--- src/fabric_macros.svh ---
// Shared sizing for the register fabric.
// Included by the package and by every stage that needs a depth or a constant.

`ifndef FABRIC_MACROS_SVH
`define FABRIC_MACROS_SVH

// Bus widths
`define FABRIC_ADDR_W          12
`define FABRIC_DATA_W          32

// Address map, region number sits above this bit (256 byte regions)
`define FABRIC_REGION_SHIFT    8
`define FABRIC_NUM_REGIONS     4     // Regions 4..15 are unmapped

// Storage depths
`define FABRIC_MEM_WORDS       8     // Scratch and code window
`define FABRIC_KEY_WORDS       4     // Secret words

// Request credits held by the requester after reset
`define FABRIC_CREDITS         4

// Secret word n reads back as base + n while debug is unlocked
`define FABRIC_DEBUG_KEY_BASE  32'hDEB0_0000

`endif

--- src/fabric_pkg.sv ---
// Types shared by all fabric stages and by the testbench.
// Pull in with a wildcard import in the module or interface header.

`include "fabric_macros.svh"

package fabric_pkg;

    // Plain vectors with a meaning
    typedef logic [`FABRIC_ADDR_W-1:0]                     addr_t;
    typedef logic [`FABRIC_DATA_W-1:0]                     data_t;
    typedef logic [2:0]                                    word_off_t;   // Address bits 4:2
    typedef logic [`FABRIC_ADDR_W-`FABRIC_REGION_SHIFT-1:0] region_num_t; // Raw region number
    typedef logic [2*`FABRIC_NUM_REGIONS-1:0]              intr_vec_t;   // 2i error, 2i+1 notif

    // Mapped responder regions
    typedef enum logic [1:0] {
        REGION_SCRATCH = 2'd0,
        REGION_CTRL    = 2'd1,
        REGION_CODE    = 2'd2,
        REGION_SECRET  = 2'd3
    } region_t;

    // Control region word offsets
    localparam word_off_t CTRL_OFF_LOCK = 3'd0;  // Sticky lock bit
    localparam word_off_t CTRL_OFF_PEND = 3'd1;  // Pending interrupts, write one to clear

endpackage

--- src/fabric_if.sv ---
// Stage-to-stage links inside the fabric.
// fabric_req_if carries decoded requests into execute, fabric_rsp_if carries
// execute results into the result stage. Both are single-cycle valid, no stall.

`timescale 1ns/100ps

//==========================================================================
// Decoded request, decode -> execute
//==========================================================================
interface fabric_req_if import fabric_pkg::*; ();

    logic       valid;
    logic       write;
    logic       mapped;   // Region number below the region count
    region_t    region;
    word_off_t  offset;
    data_t      wdata;

    modport src (output valid, write, mapped, region, offset, wdata);
    modport dst (input  valid, write, mapped, region, offset, wdata);

endinterface

//==========================================================================
// Response, execute -> result
//==========================================================================
interface fabric_rsp_if import fabric_pkg::*; ();

    logic       valid;
    logic       write;
    logic       mapped;
    region_t    region;
    word_off_t  offset;   // Needed for the pending clear
    data_t      rdata;    // Write data on writes
    logic       err;

    modport src (output valid, write, mapped, region, offset, rdata, err);
    modport dst (input  valid, write, mapped, region, offset, rdata, err);

endinterface

--- src/fabric_decode.sv ---
// First fabric stage. Registers each accepted request and splits the byte
// address into a region number and a word offset for the execute stage.

`timescale 1ns/100ps

`include "fabric_macros.svh"

module fabric_decode import fabric_pkg::*; (
    input  logic        clk,
    input  logic        rst_n_i,

    input  logic        req_valid_i,
    input  logic        req_write_i,
    input  addr_t       req_addr_i,
    input  data_t       req_wdata_i,

    fabric_req_if.src   req
);

    region_num_t region_num;

    // Upper address bits select the region
    always_comb begin
        region_num = req_addr_i[`FABRIC_ADDR_W-1:`FABRIC_REGION_SHIFT];
    end

    //======================================================================
    // Request register
    //======================================================================
    always_ff @(posedge clk) begin
        if (!rst_n_i) begin
            req.valid <= 1'b0;
        end
        else begin
            req.valid <= req_valid_i;
        end
    end

    // Payload, only meaningful with valid
    always_ff @(posedge clk) begin
        if (req_valid_i) begin
            req.write  <= req_write_i;
            req.mapped <= (region_num < `FABRIC_NUM_REGIONS);
            req.region <= region_t'(region_num[$bits(region_t)-1:0]);
            req.offset <= req_addr_i[2 +: $bits(word_off_t)];  // Word, not byte
            req.wdata  <= req_wdata_i;
        end
    end

endmodule

--- src/fabric_execute.sv ---
// Second fabric stage. Holds the storage of all four regions and the sticky
// lock, decides whether a code-window access is blocked and builds the
// response. Writes return their own data in rdata so the result stage can
// use it as the pending-clear mask.

`timescale 1ns/100ps

`include "fabric_macros.svh"

module fabric_execute import fabric_pkg::*; (
    input  logic        clk,
    input  logic        rst_n_i,

    input  logic        debug_locked_i,
    input  intr_vec_t   intr_pend_i,   // Pending vector from the result stage

    fabric_req_if.dst   req,
    fabric_rsp_if.src   rsp
);

    localparam int KEY_IDX_W = $clog2(`FABRIC_KEY_WORDS);

    data_t                 scratch_mem [`FABRIC_MEM_WORDS];
    data_t                 code_mem    [`FABRIC_MEM_WORDS];
    data_t                 key_mem     [`FABRIC_KEY_WORDS];
    logic                  lock_q;

    logic                  code_blocked;
    logic                  key_hit;
    logic [KEY_IDX_W-1:0]  key_idx;
    data_t                 rdata_d;
    logic                  err_d;

    //======================================================================
    // Access decision and read mux
    //======================================================================
    always_comb begin
        code_blocked = req.mapped && (req.region == REGION_CODE) && lock_q;
        key_hit      = (req.offset < `FABRIC_KEY_WORDS);
        key_idx      = req.offset[KEY_IDX_W-1:0];
        rdata_d      = '0;
        err_d        = 1'b0;

        if (!req.mapped || code_blocked) begin
            err_d = 1'b1;               // rdata stays 0
        end
        else if (req.write) begin
            rdata_d = req.wdata;        // Echo for the clear mask
        end
        else begin
            case (req.region)
                REGION_SCRATCH: rdata_d = scratch_mem[req.offset];
                REGION_CTRL: begin
                    if (req.offset == CTRL_OFF_LOCK) begin
                        rdata_d = data_t'(lock_q);
                    end
                    else if (req.offset == CTRL_OFF_PEND) begin
                        // Vector as of the previous cycle
                        rdata_d = data_t'(intr_pend_i);
                    end
                end
                REGION_CODE:    rdata_d = code_mem[req.offset];
                REGION_SECRET: begin
                    if (key_hit) begin
                        // Fixed debug values replace the keys when unlocked
                        rdata_d = debug_locked_i ? key_mem[key_idx]
                                                 : `FABRIC_DEBUG_KEY_BASE + data_t'(req.offset);
                    end
                end
                default:        rdata_d = '0;
            endcase
        end
    end

    //======================================================================
    // Region storage and lock
    //======================================================================
    always_ff @(posedge clk) begin
        if (!rst_n_i) begin
            lock_q <= 1'b0;
            for (int i = 0; i < `FABRIC_MEM_WORDS; i++) begin
                scratch_mem[i] <= '0;
                code_mem[i]    <= '0;
            end
            for (int k = 0; k < `FABRIC_KEY_WORDS; k++) begin
                key_mem[k] <= '0;
            end
        end
        else if (req.valid && req.write && req.mapped && !code_blocked) begin
            case (req.region)
                REGION_SCRATCH: scratch_mem[req.offset] <= req.wdata;
                REGION_CTRL: begin
                    // Lock only sets, cleared by reset alone
                    if (req.offset == CTRL_OFF_LOCK && req.wdata[0]) begin
                        lock_q <= 1'b1;
                    end
                end
                REGION_CODE:    code_mem[req.offset] <= req.wdata;
                REGION_SECRET: begin
                    if (key_hit) begin
                        key_mem[key_idx] <= req.wdata;
                    end
                end
                default: ;
            endcase
        end
    end

    //======================================================================
    // Response register
    //======================================================================
    always_ff @(posedge clk) begin
        if (!rst_n_i) begin
            rsp.valid <= 1'b0;
        end
        else begin
            rsp.valid <= req.valid;
        end
    end

    always_ff @(posedge clk) begin
        if (req.valid) begin
            rsp.write  <= req.write;
            rsp.mapped <= req.mapped;
            rsp.region <= req.region;
            rsp.offset <= req.offset;
            rsp.rdata  <= rdata_d;
            rsp.err    <= err_d;
        end
    end

endmodule

--- src/fabric_result.sv ---
// Last fabric stage. Drives the response outputs, returns one request credit
// per response and keeps the sticky pending interrupt vector.
// Bit 2i is the error interrupt of region i, bit 2i+1 its notification.

`timescale 1ns/100ps

module fabric_result import fabric_pkg::*; (
    input  logic        clk,
    input  logic        rst_n_i,

    fabric_rsp_if.dst   rsp,

    output logic        rsp_valid_o,
    output data_t       rsp_rdata_o,
    output logic        rsp_err_o,
    output logic        req_credit_o,
    output intr_vec_t   intr_o
);

    intr_vec_t set_vec;
    intr_vec_t clr_vec;
    intr_vec_t intr_next;

    //======================================================================
    // Pending interrupt update
    //======================================================================
    always_comb begin
        set_vec = '0;
        clr_vec = '0;
        // Unmapped accesses raise nothing
        if (rsp.valid && rsp.mapped) begin
            if (rsp.err) begin
                set_vec[{rsp.region, 1'b0}] = 1'b1;          // Error bit
            end
            else if (rsp.write) begin
                if (rsp.region == REGION_CTRL && rsp.offset == CTRL_OFF_PEND) begin
                    clr_vec = intr_vec_t'(rsp.rdata);        // Mask rides in rdata
                end
                else begin
                    set_vec[{rsp.region, 1'b1}] = 1'b1;      // Notification bit
                end
            end
        end
        // Set wins over clear
        intr_next = (intr_o & ~clr_vec) | set_vec;
    end

    //======================================================================
    // Output registers
    //======================================================================
    always_ff @(posedge clk) begin
        if (!rst_n_i) begin
            rsp_valid_o  <= 1'b0;
            req_credit_o <= 1'b0;
            intr_o       <= '0;
        end
        else begin
            rsp_valid_o  <= rsp.valid;
            req_credit_o <= rsp.valid;   // One credit back per response
            intr_o       <= intr_next;
        end
    end

    always_ff @(posedge clk) begin
        if (rsp.valid) begin
            rsp_rdata_o <= rsp.rdata;
            rsp_err_o   <= rsp.err;
        end
    end

endmodule

--- src/fabric_top.sv ---
// Register fabric top level. Single-word read/write requests under credit
// flow control, answered exactly three cycles after they are accepted.
// Four regions: scratch, control (lock and pending interrupts), code window
// and secret keys. intr_o holds the sticky pending vector.

`timescale 1ns/100ps

module fabric_top import fabric_pkg::*; (
    input  logic        clk,
    input  logic        rst_n_i,

    // Requester side, credit based
    input  logic        req_valid_i,
    input  logic        req_write_i,
    input  addr_t       req_addr_i,
    input  data_t       req_wdata_i,
    output logic        req_credit_o,

    // Response, never stalled
    output logic        rsp_valid_o,
    output data_t       rsp_rdata_o,
    output logic        rsp_err_o,

    input  logic        debug_locked_i,
    output intr_vec_t   intr_o
);

    //======================================================================
    // Stage links
    //======================================================================
    fabric_req_if req_link ();
    fabric_rsp_if rsp_link ();

    //======================================================================
    // Pipeline stages
    //======================================================================
    fabric_decode u_decode (
        .clk         ( clk          ),
        .rst_n_i     ( rst_n_i      ),
        .req_valid_i ( req_valid_i  ),
        .req_write_i ( req_write_i  ),
        .req_addr_i  ( req_addr_i   ),
        .req_wdata_i ( req_wdata_i  ),
        .req         ( req_link.src )
    );

    fabric_execute u_execute (
        .clk            ( clk            ),
        .rst_n_i        ( rst_n_i        ),
        .debug_locked_i ( debug_locked_i ),
        .intr_pend_i    ( intr_o         ),   // Feedback for control reads
        .req            ( req_link.dst   ),
        .rsp            ( rsp_link.src   )
    );

    fabric_result u_result (
        .clk          ( clk          ),
        .rst_n_i      ( rst_n_i      ),
        .rsp          ( rsp_link.dst ),
        .rsp_valid_o  ( rsp_valid_o  ),
        .rsp_rdata_o  ( rsp_rdata_o  ),
        .rsp_err_o    ( rsp_err_o    ),
        .req_credit_o ( req_credit_o ),
        .intr_o       ( intr_o       )
    );

endmodule

--- config.mk ---
export PLATFORM = sky130hd
export DESIGN_NAME = fabric_top
export DESIGN_NICKNAME = d
export VERILOG_FILES = /design/src/fabric_pkg.sv /design/src/fabric_if.sv /design/src/fabric_decode.sv /design/src/fabric_execute.sv /design/src/fabric_result.sv /design/src/fabric_top.sv
export VERILOG_INCLUDE_DIRS = /design/src
export SDC_FILE = /design/constraint.sdc
export NUM_CORES = 1
export LEC_CHECK = 0
export BUFFER_PORTS_ARGS = -buffer_cell sky130_fd_sc_hd__buf_2
export CAP_MARGIN = 20
export CORE_ASPECT_RATIO = 1.75
export CORE_UTILIZATION = 55
export DETAILED_ROUTE_END_ITERATION = 12
export GPL_TIMING_DRIVEN = 0
export PLACE_DENSITY = 0.72
export SLEW_MARGIN = 15
export SYNTH_ARGS = -nofsm -noshare
export SYNTH_HDL_FRONTEND = slang
export SYNTH_SLANG_ARGS = --single-unit
export TNS_END_PERCENT = 20
--- constraint.sdc ---
create_clock -name clk -period 6.27 [get_ports clk]
set_clock_uncertainty 0.05 [all_clocks]
set_input_delay 0.9405 -clock clk [delete_from_list [all_inputs] [get_ports clk]]
set_output_delay 0.9405 -clock clk [all_outputs]
set_load 0.1 [all_outputs]
==> metrics.yaml <==
path_buf_inv: 2
drt_iter0_drc: 2286
hpwl_mm: 69.67
hold_violations: 0
final_layout_size_suffix_gt1_share_pct: 16.77
synthToLayoutAreaGrowth_pct: 13.01
post_synth_num_cell_types: 44
grt_max_degree: 43
cts_inserted_buffers: 68
synth_top_area_cell: "edfxtp_1"
fin_nets: 2526
p_int_uw: 8619
cellLeakagePower_uw: 0.01459
mostFrequentLayoutCell: "edfxtp_1"
hold_class: "reg2reg"
maxCapViolCount: 0
critPathArrivalTime_ns: 3.90
setup_viol_count_final: 0
ys_top_cells_by_area: "edfxtp_1, and2_1, mux2i_1, mux4_2, a22oi_1"
initial_core_util_pct: 55.64
yosysWarnings: 0
wirelength_mm: 96.92
rsz0062_at_grt: "false"
die_x_um: 190.0
max_freq_mhz: 280.1
drc: 0
die_area_sq_um: 62860
overflow: 0
setup_slack_ns: 2.700
avgViaCountPerCell: 6.206
portBuffers: 86
cts_sinks: 767
period_needed_ns: 3.570
switchingPower_uw: 2693
critPathMaxStageDelay_ns: 0.95
dp_slack_ns: 2.515
cts_max_level: 3
crit_type: "reg2reg"
path_clk_slew_ns: 0.06
worst_pin_slew_ns: 1.151
cts_tree: "done"
syn_nets: 2343
status: "completed"
antenna_found_initial: 1
power.density_nw_per_um2: 294.4
io_pins: 92
postCtsSetupBuffers: 0
grt_pass1_wl_mm: 138.1
finalSetupTns_ns: 0
ant_nets: 0
design.core.area_sq_um: 61110
wl_per_cell_um: 29.17
final_cell_mix: "edfxtp_1, and2_1, mux2i_1"
yosysSeqAreaShare_pct: 67.30
end_kind: "flip-flop"
fin_crit_sh_pct: 56.94
synth.cell_area_sq_um: 34000
async_flop_share_pct: 0
synth_top_area_share_pct: 66.41
cts_resized: 0
cts.path.max_buffers: 3
track_usage_pct: 31.19
worstPathMaxFanout: 10
clk_latency_ns: 0.61
vias: 20620
slew_viol_final: 0
dr.pass1.iters: 6
ctsHoldBuffers: 0
cp.required_ns: 6.60
nFillCells: 4506
fp.dieH_um: 330.9
critPathSlowestCell: "nor2b_1"
synth_cells: 2294
clkPwrFrac_pct: 38.6
path_cells: "nor2b_1 > clkbuf_1 > clkbuf_1 > a31oi_1 > a31oi_1"
ys_ff_latch: 767
relSlewSlack_pct: 23.08
clockRootBuffer: "clkbuf_16"
synth-main-ff-cell: "edfxtp_1"
irDropWorstVdd_mv: 0.1781
power_frac_comb_pct: 9.3
p_seq_share_pct: 52.0
grt_pass1_vias: 20790
place.gp.congestion: 0.9397
synth_edf_count: 752
rows: 120
crit_family: "buffers and inverters"
syn-mean-instance-area_sq_um: 14.82
switching_share_pct: 23.81
critPathLaunchType: "flip-flop"
synth_stat cells (all sizes together), types with 3 or more instances:
| library cell | instances |
|---|---|
| o21ai | 52 |
| nand2b | 12 |
| o21a | 7 |
| nand2 | 23 |
| inv | 3 |
| a2111oi | 15 |
| mux4 | 60 |
| a22oi | 71 |
| mux2 | 3 |
| nor3 | 23 |
| a31oi | 27 |
| and3 | 47 |
| edfxtp | 752 |
| a221oi | 7 |
| mux2i | 215 |
| buf | 64 |
| a21oi | 11 |
| nor2b | 12 |
| nor2 | 50 |
| a21boi | 7 |
| dfxtp | 15 |
| nand3 | 17 |
| a22o | 19 |
| clkbuf | 152 |
| and2 | 616 |
final timing paths:
check                    startpoint                      end  slack [ns]  cells after the start
min reg2reg  u_execute.rsp.rdata[8]  u_result.rsp_rdata_o[8]        0.36                      0
max          u_decode.req.region[1]  u_execute.rsp.rdata[30]        2.70                      5
max reg2reg  u_decode.req.region[1]  u_execute.rsp.rdata[30]        2.70                      5
min          u_execute.rsp.rdata[8]  u_result.rsp_rdata_o[8]        0.36                      0
metal layers:
| metal | up-vias | part of all wire [%] | global-route usage (%) |
|---|---|---|---|
| met2 | 1063 | 51 | 52.84 |
| met1 | 10530 | 35 | 37.64 |
| li1 | 8787 | - | - |
| met3 | 243 | 8.0 | 5.043 |
| met4 | 0 | 6.0 | 18.34 |
| met5 | - | 0 | 0 |
power by group through the flow:
stage                     Sequential (uW)  Combinational (uW)  Clock [uW]
after floorplan                      5990                 576           0
after global placement               6010                 965           0
after detailed placement             5990                1040           0
after CTS                            5880                1040        4380
after global routing                 5890                1100        4540
final                                5880                1060        4370
per-stage QoR:
stage	instance area, sq um	total power [uW]	cells	hold slack, ns	util (%)
finish	38430	11310	3323	0.3641	62.88
global route	38420	11530	3322	0.3723	62.88
CTS	38410	11300	3321	0.3682	62.85
detailed placement	36130	7030	3199	0.3557	59.13
global placement	35420	6977	3173	0.3559	57.97
floorplan	34000	6571	2294	0.3503	-
cell families after synthesis:
logic type	count (synthesis)	synth area share, %
mux	278	10.40
simple gates	809	14.49
compound gates	220	4.721
buf+inv	220	3.084
flops	767	67.30
area by class of cell:
cell class	instances	area, sq um	area share, %
clock buffer	83	1864	4.852
tap	793	992.2	2.582
inverter	4	15.01	0.03907
clock inverter	39	409.1	1.065
sequential	767	22890	59.56
timing repair buffer	113	970.9	2.527
multi-input combinational	1307	10250	26.68
buffer	216	1033	2.690
antenna	1	2.502	0.006512
flip-flops by register name, indices dropped and copies added, names as in the netlist, 2 cells and up, named ones only:
register	flops
u_execute.code_mem	256
u_execute.scratch_mem	256
u_execute.key_mem	128
u_decode.req.wdata	32
u_execute.rsp.rdata	32
u_result.rsp_rdata_o	32
u_result.intr_o	8
u_decode.req.offset	3
u_execute.rsp.offset	3
u_decode.req.region	2
u_execute.rsp.region	2
(Power assumes the default switching activity.)
